<file path="src/verilog/issue_pkg.sv">
`default_nettype none
// shared field widths and types for the issue stage
// load/store op codes and the memory-op classifier

package issue_pkg;

	// field widths of one instruction slot
	localparam int op_w  = 4;
	localparam int reg_w = 4;	// des, s1 and s2 share this width
	localparam int br_w  = 3;
	localparam int imm_w = 4;

	typedef logic [op_w-1:0]  op_t;	// operation code
	typedef logic [reg_w-1:0] reg_t;	// register index
	typedef logic [br_w-1:0]  br_t;	// branch tag, carried through untouched
	typedef logic [imm_w-1:0] imm_t;	// short immediate

	// memory ops, the only ones that need the memory port in lane 4
	localparam op_t op_load  = 4'd8;
	localparam op_t op_store = 4'd9;

	// true for any op that must leave the stage on the memory lane
	function automatic logic is_mem(op_t op);
		return (op == op_load) || (op == op_store);
	endfunction

endpackage

`default_nettype wire

</file>
<file path="src/verilog/ins_swap.sv">
`default_nettype none
// combinational lane exchange for a four-slot bundle
// flag pairs (lane k, lane 4) swap those two slots whole

module ins_swap
(
	input  wire                   ins1_swap,
	input  wire                   ins2_swap,
	input  wire                   ins3_swap,
	input  wire                   ins4_swap,

	input  wire                   in_1_vld, in_2_vld, in_3_vld, in_4_vld,
	input  wire issue_pkg::op_t   in_1_op, in_2_op, in_3_op, in_4_op,
	input  wire issue_pkg::reg_t  in_1_des, in_2_des, in_3_des, in_4_des,
	input  wire issue_pkg::reg_t  in_1_s1, in_2_s1, in_3_s1, in_4_s1,
	input  wire issue_pkg::reg_t  in_1_s2, in_2_s2, in_3_s2, in_4_s2,
	input  wire issue_pkg::br_t   in_1_branch, in_2_branch, in_3_branch, in_4_branch,
	input  wire issue_pkg::imm_t  in_1_ime, in_2_ime, in_3_ime, in_4_ime,

	output logic                  out_1_vld, out_2_vld, out_3_vld, out_4_vld,
	output issue_pkg::op_t        out_1_op, out_2_op, out_3_op, out_4_op,
	output issue_pkg::reg_t       out_1_des, out_2_des, out_3_des, out_4_des,
	output issue_pkg::reg_t       out_1_s1, out_2_s1, out_3_s1, out_4_s1,
	output issue_pkg::reg_t       out_1_s2, out_2_s2, out_3_s2, out_4_s2,
	output issue_pkg::br_t        out_1_branch, out_2_branch, out_3_branch, out_4_branch,
	output issue_pkg::imm_t       out_1_ime, out_2_ime, out_3_ime, out_4_ime
);

	// slots packed lane 4 .. lane 1, index 0 is lane 1
	logic [3:0]            i_vld;
	issue_pkg::op_t  [3:0] i_op;
	issue_pkg::reg_t [3:0] i_des;
	issue_pkg::reg_t [3:0] i_s1;
	issue_pkg::reg_t [3:0] i_s2;
	issue_pkg::br_t  [3:0] i_br;
	issue_pkg::imm_t [3:0] i_ime;
	logic [3:0][1:0]       src;	// source slot for each output slot

	assign i_vld = {in_4_vld, in_3_vld, in_2_vld, in_1_vld};
	assign i_op  = {in_4_op, in_3_op, in_2_op, in_1_op};
	assign i_des = {in_4_des, in_3_des, in_2_des, in_1_des};
	assign i_s1  = {in_4_s1, in_3_s1, in_2_s1, in_1_s1};
	assign i_s2  = {in_4_s2, in_3_s2, in_2_s2, in_1_s2};
	assign i_br  = {in_4_branch, in_3_branch, in_2_branch, in_1_branch};
	assign i_ime = {in_4_ime, in_3_ime, in_2_ime, in_1_ime};

	// only the three memory-lane patterns move anything
	always_comb
	begin
		case ({ins1_swap, ins2_swap, ins3_swap, ins4_swap})
			4'b1001: src = {2'd0, 2'd2, 2'd1, 2'd3};	// lane 1 <-> lane 4
			4'b0101: src = {2'd1, 2'd2, 2'd3, 2'd0};	// lane 2 <-> lane 4
			4'b0011: src = {2'd2, 2'd3, 2'd1, 2'd0};	// lane 3 <-> lane 4
			default: src = {2'd3, 2'd2, 2'd1, 2'd0};	// straight through
		endcase
	end

	assign {out_4_vld, out_3_vld, out_2_vld, out_1_vld} =
		{i_vld[src[3]], i_vld[src[2]], i_vld[src[1]], i_vld[src[0]]};
	assign {out_4_op, out_3_op, out_2_op, out_1_op} =
		{i_op[src[3]], i_op[src[2]], i_op[src[1]], i_op[src[0]]};
	assign {out_4_des, out_3_des, out_2_des, out_1_des} =
		{i_des[src[3]], i_des[src[2]], i_des[src[1]], i_des[src[0]]};
	assign {out_4_s1, out_3_s1, out_2_s1, out_1_s1} =
		{i_s1[src[3]], i_s1[src[2]], i_s1[src[1]], i_s1[src[0]]};
	assign {out_4_s2, out_3_s2, out_2_s2, out_1_s2} =
		{i_s2[src[3]], i_s2[src[2]], i_s2[src[1]], i_s2[src[0]]};
	// branch tag moves with its slot as well
	assign {out_4_branch, out_3_branch, out_2_branch, out_1_branch} =
		{i_br[src[3]], i_br[src[2]], i_br[src[1]], i_br[src[0]]};
	assign {out_4_ime, out_3_ime, out_2_ime, out_1_ime} =
		{i_ime[src[3]], i_ime[src[2]], i_ime[src[1]], i_ime[src[0]]};

endmodule

`default_nettype wire

</file>
<file path="src/verilog/mem_split.sv">
`default_nettype none
// stage 1, bundle register plus pending mask
// releases one bundle as sub-bundles holding at most one memory op each

module mem_split #(
	parameter int lanes_in_bundle = 4
)
(
	input  wire                   clk,
	input  wire                   rst_n,

	input  wire                   in_valid,
	output logic                  in_ready,
	input  wire                   in_1_vld, in_2_vld, in_3_vld, in_4_vld,
	input  wire issue_pkg::op_t   in_1_op, in_2_op, in_3_op, in_4_op,
	input  wire issue_pkg::reg_t  in_1_des, in_2_des, in_3_des, in_4_des,
	input  wire issue_pkg::reg_t  in_1_s1, in_2_s1, in_3_s1, in_4_s1,
	input  wire issue_pkg::reg_t  in_1_s2, in_2_s2, in_3_s2, in_4_s2,
	input  wire issue_pkg::br_t   in_1_branch, in_2_branch, in_3_branch, in_4_branch,
	input  wire issue_pkg::imm_t  in_1_ime, in_2_ime, in_3_ime, in_4_ime,

	output logic                  split_valid,
	input  wire                   split_ready,
	output logic                  split_1_vld, split_2_vld, split_3_vld, split_4_vld,
	output issue_pkg::op_t        split_1_op, split_2_op, split_3_op, split_4_op,
	output issue_pkg::reg_t       split_1_des, split_2_des, split_3_des, split_4_des,
	output issue_pkg::reg_t       split_1_s1, split_2_s1, split_3_s1, split_4_s1,
	output issue_pkg::reg_t       split_1_s2, split_2_s2, split_3_s2, split_4_s2,
	output issue_pkg::br_t        split_1_branch, split_2_branch, split_3_branch,
	output issue_pkg::br_t        split_4_branch,
	output issue_pkg::imm_t       split_1_ime, split_2_ime, split_3_ime, split_4_ime
);

	// held bundle, index 0 is lane 1
	issue_pkg::op_t  [lanes_in_bundle-1:0] b_op;
	issue_pkg::reg_t [lanes_in_bundle-1:0] b_des;
	issue_pkg::reg_t [lanes_in_bundle-1:0] b_s1;
	issue_pkg::reg_t [lanes_in_bundle-1:0] b_s2;
	issue_pkg::br_t  [lanes_in_bundle-1:0] b_br;
	issue_pkg::imm_t [lanes_in_bundle-1:0] b_ime;

	logic [lanes_in_bundle-1:0] pend;	// valid lanes not yet issued
	logic [lanes_in_bundle-1:0] mem_lane;	// pending lanes that hold a load/store
	logic [lanes_in_bundle-1:0] first_mem;	// lowest of those, one-hot
	logic [lanes_in_bundle-1:0] sel;	// lanes presented this cycle
	logic                       take;	// input handshake
	logic                       give;	// output handshake

	// new bundle only once the previous one is fully drained
	assign in_ready    = (pend == '0);
	assign split_valid = |pend;
	assign take        = in_valid && in_ready;
	assign give        = split_valid && split_ready;

	always_comb
	begin
		for (int i = 0; i < lanes_in_bundle; i++)
			mem_lane[i] = pend[i] && issue_pkg::is_mem(b_op[i]);

		// priority search, lowest lane wins
		first_mem = '0;
		for (int i = lanes_in_bundle - 1; i >= 0; i--)
			if (mem_lane[i])
			begin
				first_mem    = '0;
				first_mem[i] = 1'b1;
			end

		// all plain lanes go with the first memory op
		sel = (pend & ~mem_lane) | first_mem;
	end

	// an all-invalid bundle loads an empty mask and simply vanishes
	always_ff @(posedge clk or negedge rst_n)
	begin
		if (!rst_n)
			pend <= '0;
		else if (take)
			pend <= {in_4_vld, in_3_vld, in_2_vld, in_1_vld};
		else if (give)
			pend <= pend & ~sel;	// retire what just left
	end

	always_ff @(posedge clk)
	begin
		if (take)
		begin
			b_op  <= {in_4_op, in_3_op, in_2_op, in_1_op};
			b_des <= {in_4_des, in_3_des, in_2_des, in_1_des};
			b_s1  <= {in_4_s1, in_3_s1, in_2_s1, in_1_s1};
			b_s2  <= {in_4_s2, in_3_s2, in_2_s2, in_1_s2};
			b_br  <= {in_4_branch, in_3_branch, in_2_branch, in_1_branch};
			b_ime <= {in_4_ime, in_3_ime, in_2_ime, in_1_ime};
		end
	end

	// lanes outside sel show vld low, fields as stored
	assign {split_4_vld, split_3_vld, split_2_vld, split_1_vld} = sel;
	assign {split_4_op, split_3_op, split_2_op, split_1_op}     = b_op;
	assign {split_4_des, split_3_des, split_2_des, split_1_des} = b_des;
	assign {split_4_s1, split_3_s1, split_2_s1, split_1_s1}     = b_s1;
	assign {split_4_s2, split_3_s2, split_2_s2, split_1_s2}     = b_s2;
	assign {split_4_branch, split_3_branch, split_2_branch, split_1_branch} = b_br;
	assign {split_4_ime, split_3_ime, split_2_ime, split_1_ime} = b_ime;

endmodule

`default_nettype wire

</file>
<file path="src/verilog/lane_route.sv">
`default_nettype none
// stage 2, moves the memory op of a sub-bundle into lane 4
// swap flag decode plus the registered output bundle

module lane_route
(
	input  wire                   clk,
	input  wire                   rst_n,

	input  wire                   split_valid,
	output logic                  split_ready,
	input  wire                   split_1_vld, split_2_vld, split_3_vld, split_4_vld,
	input  wire issue_pkg::op_t   split_1_op, split_2_op, split_3_op, split_4_op,
	input  wire issue_pkg::reg_t  split_1_des, split_2_des, split_3_des, split_4_des,
	input  wire issue_pkg::reg_t  split_1_s1, split_2_s1, split_3_s1, split_4_s1,
	input  wire issue_pkg::reg_t  split_1_s2, split_2_s2, split_3_s2, split_4_s2,
	input  wire issue_pkg::br_t   split_1_branch, split_2_branch, split_3_branch,
	input  wire issue_pkg::br_t   split_4_branch,
	input  wire issue_pkg::imm_t  split_1_ime, split_2_ime, split_3_ime, split_4_ime,

	output logic                  out_valid,
	input  wire                   out_ready,
	output logic                  out_1_vld, out_2_vld, out_3_vld, out_4_vld,
	output issue_pkg::op_t        out_1_op, out_2_op, out_3_op, out_4_op,
	output issue_pkg::reg_t       out_1_des, out_2_des, out_3_des, out_4_des,
	output issue_pkg::reg_t       out_1_s1, out_2_s1, out_3_s1, out_4_s1,
	output issue_pkg::reg_t       out_1_s2, out_2_s2, out_3_s2, out_4_s2,
	output issue_pkg::br_t        out_1_branch, out_2_branch, out_3_branch, out_4_branch,
	output issue_pkg::imm_t       out_1_ime, out_2_ime, out_3_ime, out_4_ime
);

	logic mem_1, mem_2, mem_3;	// memory op sits in a non-memory lane
	logic load;	// split handshake, capture into output register

	// swapped sub-bundle ahead of the register
	logic            sw_1_vld, sw_2_vld, sw_3_vld, sw_4_vld;
	issue_pkg::op_t  sw_1_op, sw_2_op, sw_3_op, sw_4_op;
	issue_pkg::reg_t sw_1_des, sw_2_des, sw_3_des, sw_4_des;
	issue_pkg::reg_t sw_1_s1, sw_2_s1, sw_3_s1, sw_4_s1;
	issue_pkg::reg_t sw_1_s2, sw_2_s2, sw_3_s2, sw_4_s2;
	issue_pkg::br_t  sw_1_branch, sw_2_branch, sw_3_branch, sw_4_branch;
	issue_pkg::imm_t sw_1_ime, sw_2_ime, sw_3_ime, sw_4_ime;

	// stage 1 guarantees at most one of these is set
	assign mem_1 = split_1_vld && issue_pkg::is_mem(split_1_op);
	assign mem_2 = split_2_vld && issue_pkg::is_mem(split_2_op);
	assign mem_3 = split_3_vld && issue_pkg::is_mem(split_3_op);

	// lane 4 flag pairs with whichever lane holds the memory op
	ins_swap u_swap (
		.ins1_swap(mem_1), .ins2_swap(mem_2), .ins3_swap(mem_3),
		.ins4_swap(mem_1 | mem_2 | mem_3),
		.in_1_vld(split_1_vld), .in_1_op(split_1_op), .in_1_des(split_1_des),
		.in_1_s1(split_1_s1), .in_1_s2(split_1_s2), .in_1_branch(split_1_branch),
		.in_1_ime(split_1_ime),
		.in_2_vld(split_2_vld), .in_2_op(split_2_op), .in_2_des(split_2_des),
		.in_2_s1(split_2_s1), .in_2_s2(split_2_s2), .in_2_branch(split_2_branch),
		.in_2_ime(split_2_ime),
		.in_3_vld(split_3_vld), .in_3_op(split_3_op), .in_3_des(split_3_des),
		.in_3_s1(split_3_s1), .in_3_s2(split_3_s2), .in_3_branch(split_3_branch),
		.in_3_ime(split_3_ime),
		.in_4_vld(split_4_vld), .in_4_op(split_4_op), .in_4_des(split_4_des),
		.in_4_s1(split_4_s1), .in_4_s2(split_4_s2), .in_4_branch(split_4_branch),
		.in_4_ime(split_4_ime),
		.out_1_vld(sw_1_vld), .out_1_op(sw_1_op), .out_1_des(sw_1_des),
		.out_1_s1(sw_1_s1), .out_1_s2(sw_1_s2), .out_1_branch(sw_1_branch),
		.out_1_ime(sw_1_ime),
		.out_2_vld(sw_2_vld), .out_2_op(sw_2_op), .out_2_des(sw_2_des),
		.out_2_s1(sw_2_s1), .out_2_s2(sw_2_s2), .out_2_branch(sw_2_branch),
		.out_2_ime(sw_2_ime),
		.out_3_vld(sw_3_vld), .out_3_op(sw_3_op), .out_3_des(sw_3_des),
		.out_3_s1(sw_3_s1), .out_3_s2(sw_3_s2), .out_3_branch(sw_3_branch),
		.out_3_ime(sw_3_ime),
		.out_4_vld(sw_4_vld), .out_4_op(sw_4_op), .out_4_des(sw_4_des),
		.out_4_s1(sw_4_s1), .out_4_s2(sw_4_s2), .out_4_branch(sw_4_branch),
		.out_4_ime(sw_4_ime)
	);

	// accept while empty or while the current entry drains this edge
	assign split_ready = !out_valid || out_ready;
	assign load        = split_valid && split_ready;

	always_ff @(posedge clk or negedge rst_n)
	begin
		if (!rst_n)
			out_valid <= 1'b0;
		else if (load)
			out_valid <= 1'b1;
		else if (out_ready)
			out_valid <= 1'b0;	// drained, nothing behind it
	end

	// payload only moves on a capture, so it holds under stall
	always_ff @(posedge clk)
	begin
		if (load)
		begin
			{out_4_vld, out_3_vld, out_2_vld, out_1_vld} <=
				{sw_4_vld, sw_3_vld, sw_2_vld, sw_1_vld};
			{out_4_op, out_3_op, out_2_op, out_1_op} <= {sw_4_op, sw_3_op, sw_2_op, sw_1_op};
			{out_4_des, out_3_des, out_2_des, out_1_des} <=
				{sw_4_des, sw_3_des, sw_2_des, sw_1_des};
			{out_4_s1, out_3_s1, out_2_s1, out_1_s1} <= {sw_4_s1, sw_3_s1, sw_2_s1, sw_1_s1};
			{out_4_s2, out_3_s2, out_2_s2, out_1_s2} <= {sw_4_s2, sw_3_s2, sw_2_s2, sw_1_s2};
			{out_4_branch, out_3_branch, out_2_branch, out_1_branch} <=
				{sw_4_branch, sw_3_branch, sw_2_branch, sw_1_branch};
			{out_4_ime, out_3_ime, out_2_ime, out_1_ime} <=
				{sw_4_ime, sw_3_ime, sw_2_ime, sw_1_ime};
		end
	end

endmodule

`default_nettype wire

</file>
<file path="src/verilog/issue_top.sv">
`default_nettype none
// issue stage top, memory split followed by lane routing
// bundles in, sub-bundles out with any load/store in lane 4

module issue_top #(
	parameter int lanes_in_bundle = 4
)
(
	input  wire                   clk,
	input  wire                   rst_n,

	input  wire                   in_valid,
	output logic                  in_ready,
	input  wire                   in_1_vld, in_2_vld, in_3_vld, in_4_vld,
	input  wire issue_pkg::op_t   in_1_op, in_2_op, in_3_op, in_4_op,
	input  wire issue_pkg::reg_t  in_1_des, in_2_des, in_3_des, in_4_des,
	input  wire issue_pkg::reg_t  in_1_s1, in_2_s1, in_3_s1, in_4_s1,
	input  wire issue_pkg::reg_t  in_1_s2, in_2_s2, in_3_s2, in_4_s2,
	input  wire issue_pkg::br_t   in_1_branch, in_2_branch, in_3_branch, in_4_branch,
	input  wire issue_pkg::imm_t  in_1_ime, in_2_ime, in_3_ime, in_4_ime,

	output logic                  out_valid,
	input  wire                   out_ready,
	output logic                  out_1_vld, out_2_vld, out_3_vld, out_4_vld,
	output issue_pkg::op_t        out_1_op, out_2_op, out_3_op, out_4_op,
	output issue_pkg::reg_t       out_1_des, out_2_des, out_3_des, out_4_des,
	output issue_pkg::reg_t       out_1_s1, out_2_s1, out_3_s1, out_4_s1,
	output issue_pkg::reg_t       out_1_s2, out_2_s2, out_3_s2, out_4_s2,
	output issue_pkg::br_t        out_1_branch, out_2_branch, out_3_branch, out_4_branch,
	output issue_pkg::imm_t       out_1_ime, out_2_ime, out_3_ime, out_4_ime
);

	// handshake and lanes between the two stages
	logic            split_valid;
	logic            split_ready;
	logic            split_1_vld, split_2_vld, split_3_vld, split_4_vld;
	issue_pkg::op_t  split_1_op, split_2_op, split_3_op, split_4_op;
	issue_pkg::reg_t split_1_des, split_2_des, split_3_des, split_4_des;
	issue_pkg::reg_t split_1_s1, split_2_s1, split_3_s1, split_4_s1;
	issue_pkg::reg_t split_1_s2, split_2_s2, split_3_s2, split_4_s2;
	issue_pkg::br_t  split_1_branch, split_2_branch, split_3_branch, split_4_branch;
	issue_pkg::imm_t split_1_ime, split_2_ime, split_3_ime, split_4_ime;

	// port names line up with the local nets, so implicit connection is enough
	mem_split #(
		.lanes_in_bundle(lanes_in_bundle)
	) u_split (.*);	// one memory op per sub-bundle

	lane_route u_route (.*);	// memory op to lane 4, one register stage

endmodule

`default_nettype wire

</file>
<file path="config.mk">
export PLATFORM = sky130hd
export DESIGN_NAME = issue_top
export DESIGN_NICKNAME = d
export VERILOG_FILES = /design/src/verilog/issue_pkg.sv /design/src/verilog/ins_swap.sv /design/src/verilog/mem_split.sv /design/src/verilog/lane_route.sv /design/src/verilog/issue_top.sv
export SDC_FILE = /design/constraint.sdc
export NUM_CORES = 1
export LEC_CHECK = 0
export BUFFER_PORTS_ARGS = -buffer_cell sky130_fd_sc_hd__buf_2
export CAP_MARGIN = 25
export CORE_ASPECT_RATIO = 1.75
export CORE_MARGIN = 3
export CORE_UTILIZATION = 40
export DETAILED_ROUTE_END_ITERATION = 10
export MAX_ROUTING_LAYER = met4
export PLACE_DENSITY = 0.61
export SYNTH_ARGS = -nofsm -noshare
export SYNTH_HDL_FRONTEND = slang
export SYNTH_SLANG_ARGS = --single-unit
export TNS_END_PERCENT = 1
</file>
<file path="constraint.sdc">
create_clock -name clk -period 6.95 [get_ports clk]
set_clock_uncertainty 0.1 [all_clocks]
set_input_delay 0.695 -clock clk [delete_from_list [all_inputs] [get_ports clk]]
set_output_delay 0.695 -clock clk [all_outputs]
set_load 0.02 [all_outputs]
</file>
==> results of run 1 <==
[path summary, 6_finish.rpt]
check                                                 start                          endpoint  slack, ns  cells past startpoint
min in group asynchronous                             rst_n       u_split.pend[1]$_DFFE_PN0P_       0.51                      2
hold reg to reg            u_split.split_1_des[3]$_DFFE_PP_    u_route.out_1_des[3]$_DFFE_PP_       0.45                      2
hold / removal                                  in_2_des[0]  u_split.split_2_des[0]$_DFFE_PP_       0.32                      1
setup reg to reg                u_split.pend[0]$_DFFE_PN0P_  u_split.split_2_ime[1]$_DFFE_PP_       3.98                      3
setup / recovery                u_split.pend[0]$_DFFE_PN0P_  u_split.split_2_ime[1]$_DFFE_PP_       3.98                      3
max in group asynchronous                             rst_n       u_split.pend[3]$_DFFE_PN0P_       6.09                      2
[critical path: cells and delay by family (launching register included)]
kind / cells / cell delay (ns)
DFF: 1 / 0.47
buffers and inverters: 1 / 0.69
and+or+nand+nor: 2 / 1.28
[per-layer routing]
metal	GRT usage (%)	wire length (um)	part of all wire (%)	vias to the layer above
li1	-	-	-	2096
met1	21.35	6766	36	2278
met2	31.39	10070	54	202
met3	4.145	1025	5.5	33
met4	9.313	675	3.6	0
met5	-	0	0	-
[metrics by stage]
step                instances  cell area, um2  hold WS [ns]
finish                    892            9279        0.3249
global route              892            9279        0.2998
CTS                       891            9276        0.3097
detailed placement        858            8708        0.4241
global placement          857            8688        0.4193
floorplan                 444            7490        0.2994
[cell usage in the layout, fill, tap and decap left out, drive strengths merged, types with 2 or more instances in the layout]
cell type | netlist | layout
mux2i | 20 | 20
a31oi | 2 | 2
a22o | 2 | 2
a211oi | 20 | 20
a21boi | 2 | 2
dfrtp | 5 | 5
clkinvlp | 0 | 3
and3 | 2 | 2
mux2 | 40 | 40
a21o | 6 | 6
o21ai | 3 | 3
nor3 | 21 | 21
buf | 17 | 201
inv | 4 | 8
nand2 | 61 | 61
nor2b | 2 | 2
nor2 | 25 | 25
nand4bb | 3 | 3
clkinv | 0 | 7
and4bb | 3 | 3
clkbuf | 4 | 17
nand3 | 3 | 3
edfxtp | 188 | 188
[cell families (layout without fill, tap and decap cells)]
| logic type | count (synthesis) | in the layout |
|---|---|---|
| DFF | 193 | 193 |
| muxes | 60 | 60 |
| and+or+nand+nor | 126 | 126 |
| other | 0 | 1 |
| AOI/OAI and AO/OA | 40 | 40 |
| buffers and inverters | 25 | 238 |
[layout make-up]
| class | instances | area, um2 |
|---|---|---|
| antenna | 1 | 2.502 |
| multi-input combinational | 226 | 1602 |
| tap | 234 | 292.8 |
| sequential | 193 | 5771 |
| fill | 1577 | 8939 |
| inverter | 4 | 15.01 |
| clock inverter | 15 | 132.6 |
| timing repair buffer | 202 | 1039 |
| clock buffer | 17 | 425.4 |
[power by group through the flow]
stage                     registers, mW  logic [mW]  clock network [mW]
after floorplan                    2.40       0.386                   0
after global placement             2.07        1.13                   0
after detailed placement           2.07        1.17                   0
after CTS                          2.06        1.17               0.947
after global routing               2.09        1.24               0.992
final                              2.05        1.16               0.925
[repair_timing]
item | 4_1_cts | 5_1_grt
gates resized for setup | 0 | 0
hold endpoints to repair | 5 | 0
buffers inserted | 0 | 0
hold buffers | 1 | 0
==> results.sh, run 1 <==
export IMPL_cts_sinks=193
export IMPL_ir_drop_mv=0.2822
export IMPL_synth_area_top_cells="edfxtp_1 75%, mux2_2 5.7%, nand2_1 3.0%, mux2i_1 2.7%, a211oi_1 2.0%"
export IMPL_synth_xor_area_share_pct=0
export IMPL_fp_dieW_um=109.4
export IMPL_max_slew_margin_rel_pct=41.04
export IMPL_yosys_area_top_type="edfxtp_1"
export IMPL_first_pass_iters=4
export IMPL_rows=65
export IMPL_antenna_found_initial=1
export IMPL_status="finished clean"
export IMPL_place_ws_ns=3.990
export IMPL_required_ns=6.91
export IMPL_yosys_cell_types_count=42
export IMPL_maxCapViolations=0
export IMPL_syn_nets=544
export IMPL_synth_top_family_by_area="multiplexers"
export IMPL_clock_path_buffers=2
export IMPL_hpwl_um=12460
export IMPL_synth_top_area_share_pct=75.38
export IMPL_drt_total_wl_um=18540
export IMPL_crit_path_start_kind="register"
export IMPL_coreArea_um2=18220
export IMPL_p_clk_share_pct=22.4
export IMPL_fin_util_pct=50.93
export IMPL_seq_area_frac_synth_pct=77.05
export IMPL_synth_simple_area_share_pct=8.253
export IMPL_max_freq_mhz=336.4
export IMPL_h_tree_depth=4
export IMPL_path_cells="nor4_2 > and2_4 > buf_4"
export IMPL_fin_ws_ns=3.978
export IMPL_area_growth_pct=23.89
export IMPL_dieHeight_um=187.0
export IMPL_netlist_instances=444
export IMPL_cp_arrival_ns=2.93
export IMPL_port_buffers=197
export IMPL_maxSlewViolCount=0
export IMPL_max_stage_delay_ns=0.69
export IMPL_grt_pass1_vias=4805
export IMPL_via_per_inst=5.167
export IMPL_overflow=0
export IMPL_crit_slowest_cell="buf_4"
export IMPL_grt_max_degree=55
export IMPL_clock_latency_ns=0.44
export IMPL_start_util_pct=41.11
export IMPL_grt_pass1_wl_um=27430
export IMPL_power_share_combinational_pct=28.0
export IMPL_synth_most_common_cell="edfxtp_1"
export IMPL_avgSynthCellArea_um2=16.87
export IMPL_syn_cell_area_um2=7490
export IMPL_rsz0062_at_grt="no"
export IMPL_cellLeakagePower_nw=3.553
export IMPL_drtIter0Drc=248
export IMPL_ys_ff_latch=193
export IMPL_numCtsBuffers=17
export IMPL_worst_setup_path_type="register to register"
export IMPL_tightestPinTransition_ns=0.8844
export IMPL_path_clk_slew_ns=0.07
export IMPL_critPathCaptureType="register"
export IMPL_hp_class="primary input to register"
export IMPL_synthFlopType="edfxtp_1"
export IMPL_remaining_drc_errors=0
export IMPL_drive_above_1_share_pct=43.07
export IMPL_finalSetupTns_ns=0
export IMPL_setup_viol=0
export IMPL_synth_warnings=0
export IMPL_synth_compound_area_share_pct=3.959
export IMPL_ant_nets=0
export IMPL_switching_power_mw=1.433
export IMPL_io_pins=198
export IMPL_p_per_area_nw_per_um2=445.6
export IMPL_sw_frac_of_total_pct=34.65
export IMPL_wl_per_cell_um=20.79
export IMPL_synth_mux_area_share_pct=8.687
export IMPL_dieArea_um2=20470
export IMPL_root_buffer="clkbuf_16"
export IMPL_power_share_sequential_pct=49.6
export IMPL_gp_congestion=0.8112
export IMPL_synth_edff_count=188
export IMPL_fin_crit_sh_pct=42.77
export IMPL_min_period_ns=2.972
export IMPL_num_vias=4609
export IMPL_synthTopCellsByCount="188 x edfxtp_1, 60 x nand2_1, 38 x mux2_2"
export IMPL_cts_tree="done"
export IMPL_power_mw=4.134
export IMPL_grt_usage_pct=18.97
export IMPL_nNetsFinal=744
export IMPL_synth_adder_area_share_pct=0
export IMPL_power_internal_mw=2.702
export IMPL_hold_viol_final=0
export IMPL_ys_async_sr_fraction_pct=2.591
export IMPL_critPathMaxFanout=52
Note: power is estimated with default switching activity, not from simulation.
==> run 2, diff against run 1 <==
--- a/config.mk
+++ b/config.mk
@@ -12,7 +12,7 @@
 export CORE_UTILIZATION = 40
 export DETAILED_ROUTE_END_ITERATION = 10
 export MAX_ROUTING_LAYER = met4
-export PLACE_DENSITY = 0.61
+export PLACE_DENSITY = 0.64
 export SYNTH_ARGS = -nofsm -noshare
 export SYNTH_HDL_FRONTEND = slang
 export SYNTH_SLANG_ARGS = --single-unit
==> constraint.sdc (replaced) <==
create_clock -name clk -period 2.42 [get_ports clk]
set_clock_uncertainty 0.1 [all_clocks]
set_input_delay 0.242 -clock clk [delete_from_list [all_inputs] [get_ports clk]]
set_output_delay 0.242 -clock clk [all_outputs]
set_load 0.02 [all_outputs]
==> results.sh, run 2 (synthesis results as in run 1) <==
export IMPL_root_buffer="clkbuf_16"
export IMPL_maxSlewViolCount=0
export IMPL_rsz0062_at_grt="no"
export IMPL_required_ns=2.56
export IMPL_final_common_cell="buf_2"
export IMPL_dp_cells=869
export IMPL_io_pins=198
export IMPL_cts_sinks=193
export IMPL_power_share_sequential_pct=47.4
export IMPL_grt_usage_pct=20.06
export IMPL_ant_nets=0
export IMPL_hold_viol_final=0
export IMPL_numCtsBuffers=17
export IMPL_gp_congestion=0.7753
export IMPL_ir_drop_mv=0.6386
export IMPL_num_vias=4982
export IMPL_hpwl_um=12710
export IMPL_drt_total_wl_um=19690
export IMPL_post_cts_buffers=0
export IMPL_multi_input_area_um2=1602
export IMPL_path_cells="and4bb_4 > buf_4 > buf_4 > nor3_1 > a211oi_1"
export IMPL_via_per_inst=4.987
export IMPL_max_freq_mhz=456.8
export IMPL_power_mw=12.37
export IMPL_p_clk_share_pct=23.6
export IMPL_crit_slowest_cell="dfrtp_1"
export IMPL_finalSetupTns_ns=0
export IMPL_drtIter0Drc=268
export IMPL_power_internal_mw=8.259
export IMPL_stdcell_count=999
export IMPL_critical_path_top_delay_family="buffers and inverters"
export IMPL_grt_max_degree=63
export IMPL_num_fill_cells=1437
export IMPL_wl_per_cell_um=19.71
export IMPL_setup_viol=0
export IMPL_path_buf_inv=2
export IMPL_cp_common_cell="buf_4"
export IMPL_area_growth_pct=39.32
export IMPL_cts_hold_buf=97
export IMPL_maxCapViolations=0
export IMPL_switching_power_mw=4.112
export IMPL_layout_common_cells="197 x buf_2, 188 x edfxtp_1, 97 x dlygate4sd3_1"
export IMPL_cts_repair_resize_count=0
export IMPL_clock_latency_ns=0.43
export IMPL_worst_setup_path_type="register to register"
export IMPL_dieHeight_um=187.0
export IMPL_grt_pass1_wl_um=29210
export IMPL_power_share_combinational_pct=29.0
export IMPL_cellLeakagePower_nw=4.055
export IMPL_path_clk_slew_ns=0.07
export IMPL_clock_path_buffers=2
export IMPL_nNetsFinal=852
export IMPL_cts_tree="done"
export IMPL_min_period_ns=2.189
export IMPL_critPathCaptureType="register"
export IMPL_max_slew_margin_rel_pct=64.54
export IMPL_rows=65
export IMPL_fin_area_um2=10440
export IMPL_overflow=0
export IMPL_coreArea_um2=18220
export IMPL_p_per_area_nw_per_um2=1186
export IMPL_antenna_found_initial=0
export IMPL_port_buffers=197
export IMPL_fin_crit_sh_pct=90.45
export IMPL_status="finished clean"
export IMPL_grt_pass1_vias=5216
export IMPL_max_stage_delay_ns=0.51
export IMPL_cp_arrival_ns=2.33
export IMPL_final_seq_area_um2=5771
export IMPL_dieArea_um2=20470
export IMPL_h_tree_depth=4
export IMPL_crit_path_start_kind="register"
export IMPL_place_area_um2=8828
export IMPL_fp_dieW_um=109.4
export IMPL_antenna_cells=0
export IMPL_hp_class="primary input to register"
export IMPL_start_util_pct=41.11
export IMPL_tightestPinTransition_ns=0.5300
export IMPL_remaining_drc_errors=0
export IMPL_first_pass_iters=6
export IMPL_critPathMaxFanout=28
export IMPL_sw_frac_of_total_pct=33.24
export IMPL_drive_above_1_share_pct=38.30
## run 2: cell count changes in the layout (fill, tap and decap cells not counted), moves of 2 or more
| cell | before | now |
|---|---|---|
| buf_12 | 1 | 5 |
| buf_4 | 3 | 11 |
| bufinv_16 | 1 | 4 |
| clkinv_1 | 1 | 4 |
| clkinv_2 | 3 | 1 |
| dlygate4sd3_1 | 1 | 97 |
| inv_6 | 4 | 1 |
## run 2: power groups by stage
stage / Clock (mW) / Sequential, mW / Combinational, mW
after floorplan: 0 / 6.76 / 1.14
after detailed placement: 0 / 5.93 / 3.45
after global placement: 0 / 5.89 / 3.37
after global routing: 3.12 / 5.98 / 3.82
after CTS: 2.98 / 5.88 / 3.57
final: 2.92 / 5.87 / 3.59
## run 2: worst paths after layout
| kind | slack, ns | cells past startpoint | to | start |
|---|---|---|---|---|
| worst max register to register | 0.23 | 5 | u_route.out_4_s2[0]$_DFFE_PP_ | u_split.pend[0]$_DFFE_PN0P_ |
| worst min register to register | 0.46 | 2 | u_route.out_1_des[3]$_DFFE_PP_ | u_split.split_1_des[3]$_DFFE_PP_ |
| worst min-delay path | 0.03 | 3 | u_split.pend[2]$_DFFE_PN0P_ | in_valid |
| min in group asynchronous | 0.08 | 2 | u_split.pend[2]$_DFFE_PN0P_ | rst_n |
| max in group asynchronous | 2.00 | 2 | u_split.pend[0]$_DFFE_PN0P_ | rst_n |
| worst max-delay path | 0.23 | 5 | u_route.out_4_s2[0]$_DFFE_PP_ | u_split.pend[0]$_DFFE_PN0P_ |
## run 2: routing by layer
metal / GRT usage, % / wire length [um] / vias up
met5: - / 0 / -
met4: 8.017 / 510 / 0
met3: 3.282 / 886 / 31
met2: 34.61 / 10820 / 190
met1: 22.80 / 7475 / 2447
li1: - / - / 2314
## run 2: per-stage QoR
step | worst slack (ns) | utilization, % | hold WS (ns)
2_1_floorplan | -0.1351 | - | -0.1536
3_3_place_gp | 0.1855 | 48.46 | -0.03353
3_5_place_dp | 0.1178 | 48.46 | -0.02788
4_1_cts | 0.09210 | 57.17 | 0.001130
5_1_grt | 0.1230 | 57.28 | 0.03976
6_report | 0.2310 | 57.28 | 0.03065
## run 2: layout make-up
cell class / instances / area share, %
inverters: 4 / 0.1439
multi-input cells: 226 / 15.35
repair buffers: 310 / 20.50
clock buffers: 17 / 4.077
clock inverters: 15 / 1.823
well taps: 234 / 2.806
flip-flops and latches: 193 / 55.30
## run 2: worst min-delay path, cell delays in order
cell and delay [ns]:
buf_2 0.09, a32oi_1 0.10, o21ai_0 0.09
==> run 3, diff against run 2 <==
--- a/config.mk
+++ b/config.mk
@@ -12,7 +12,7 @@
 export CORE_UTILIZATION = 40
 export DETAILED_ROUTE_END_ITERATION = 10
 export MAX_ROUTING_LAYER = met4
-export PLACE_DENSITY = 0.64
+export PLACE_DENSITY = 0.71
 export SYNTH_ARGS = -nofsm -noshare
 export SYNTH_HDL_FRONTEND = slang
 export SYNTH_SLANG_ARGS = --single-unit
==> results.sh, run 3 (synthesis results as in run 1) <==
export IMPL_worstReg2RegStart="u_split.pend[0]$_DFFE_PN0P_"
export IMPL_hpwl_um=12500
export IMPL_first_pass_iters=6
export IMPL_reg2regPathDepth=4
export IMPL_antenna_found_initial=0
export IMPL_dieArea_um2=20470
export IMPL_coreArea_um2=18220
export IMPL_setup_viol=0
export IMPL_wl_per_cell_um=19.88
export IMPL_drtIter0Drc=233
export IMPL_clock_path_buffers=2
export IMPL_fin_crit_sh_pct=87.34
export IMPL_power_mw=12.06
export IMPL_hp_class="primary input to register"
export IMPL_dieHeight_um=187.0
export IMPL_cp_arrival_ns=2.24
export IMPL_hold_viol_final=0
export IMPL_root_buffer="clkbuf_16"
export IMPL_critical_path_top_delay_family="flip-flops"
export IMPL_maxCapViolations=0
export IMPL_fp_dieW_um=109.4
export IMPL_final_common_cell="buf_2"
export IMPL_required_ns=2.55
export IMPL_num_fill_cells=1400
export IMPL_finalSetupTns_ns=0
export IMPL_drive_above_1_share_pct=38.32
export IMPL_path_cells="and4bb_4 > buf_4 > nor3_1 > a211oi_1"
export IMPL_numCtsBuffers=17
export IMPL_cellLeakagePower_nw=4.027
export IMPL_drt_total_wl_um=19800
export IMPL_whs_ns=0.03963
export IMPL_cts_sinks=193
export IMPL_io_pins=198
export IMPL_r2r_end="u_route.out_4_branch[1]$_DFFE_PP_"
export IMPL_fin_ws_ns=0.3063
export IMPL_path_clk_slew_ns=0.07
export IMPL_rows=65
export IMPL_post_cts_buffers=0
export IMPL_cts_tree="done"
export IMPL_status="finished clean"
export IMPL_overflow=0
export IMPL_path_buf_inv=1
export IMPL_max_slew_margin_rel_pct=63.83
export IMPL_crit_start="u_split.pend[0]$_DFFE_PN0P_"
export IMPL_critPathCaptureType="register"
export IMPL_fin_util_pct=56.85
export IMPL_area_growth_pct=38.29
export IMPL_critPathMaxFanout=44
export IMPL_cp_depth=4
export IMPL_grt_usage_pct=20.38
export IMPL_ant_nets=0
export IMPL_grt_max_degree=97
export IMPL_clock_latency_ns=0.43
export IMPL_start_util_pct=41.11
export IMPL_ir_drop_mv=0.7646
export IMPL_max_freq_mhz=473.1
export IMPL_crit_path_start_kind="register"
export IMPL_maxSlewViolCount=0
export IMPL_crit_slowest_cell="dfrtp_1"
export IMPL_max_stage_delay_ns=0.52
export IMPL_tightestPinTransition_ns=0.5426
export IMPL_antenna_cells=0
export IMPL_port_buffers=197
export IMPL_min_period_ns=2.114
export IMPL_grt_pass1_vias=5349
export IMPL_via_per_inst=5.120
export IMPL_place_ws_ns=0.4151
export IMPL_layout_common_cells="197 x buf_2, 188 x edfxtp_1, 98 x dlygate4sd3_1"
export IMPL_r2r_slack_ns=0.31
export IMPL_num_vias=5100
export IMPL_p_per_area_nw_per_um2=1165
export IMPL_worst_setup_path_type="register to register"
export IMPL_nNetsFinal=851
export IMPL_grt_pass1_wl_um=29680
export IMPL_setup_worst_path_end="u_route.out_4_branch[1]$_DFFE_PP_"
export IMPL_rsz0062_at_grt="no"
export IMPL_gp_congestion=0.8263
export IMPL_remaining_drc_errors=0
export IMPL_h_tree_depth=4
-- run 3: layer usage --
metal | global-route usage (%) | part of all wire (%) | vias to the layer above
met5 | - | 0 | -
met2 | 35.15 | 55 | 246
met3 | 4.698 | 5.5 | 71
met1 | 20.89 | 35 | 2469
met4 | 10.99 | 4.6 | 0
li1 | - | - | 2314
-- run 3: stage by stage --
step | std cells | area [um2]
6_report | 996 | 10360
5_1_grt | 996 | 10360
4_1_cts | 996 | 10360
3_5_place_dp | 868 | 8837
3_3_place_gp | 868 | 8837
2_1_floorplan | 444 | 7516
-- run 3: area by class of cell --
cell class	count	area (um2)	area share (%)
timing repair buffer	309	2122	20.49
tap	234	292.8	2.827
sequential	193	5771	55.71
inverter	4	15.01	0.1450
clock inverter	12	110.1	1.063
clock buffer	18	429.2	4.144
multi-input combinational	226	1618	15.62
-- run 3: power breakdown --
group / switching, mW / leakage [nW] / internal [mW]
Combinational: 2.37 / 1.92 / 1.19
Sequential: 0.553 / 1.84 / 5.33
Clock: 1.21 / 0.267 / 1.42
Total: 4.13 / 4.03 / 7.93
-- run 3: tightest hold or removal path, cell delays in order --
cell,delay (ns)
buf_2,0.10
nor2b_4,0.06
nand2b_1,0.13
-- run 3: what timing repair did --
item,CTS,global route
endpoints found under the hold margin,101,0
hold buffers,98,0
gates resized for setup,0,0
-- run 3: worst min-delay path by stage --
stage	from	to	slack [ns]	depth (start not counted)
final	out_ready	u_route.out_valid$_DFFE_PN0P_	0.04	3
after global routing	out_ready	u_route.out_valid$_DFFE_PN0P_	0.04	3
after CTS	out_ready	u_route.out_valid$_DFFE_PN0P_	0.03	3
after detailed placement	rst_n	u_route.out_valid$_DFFE_PN0P_	-0.02	1
after global placement	rst_n	u_route.out_valid$_DFFE_PN0P_	-0.03	1
after floorplan	rst_n	u_route.out_valid$_DFFE_PN0P_	-0.15	0
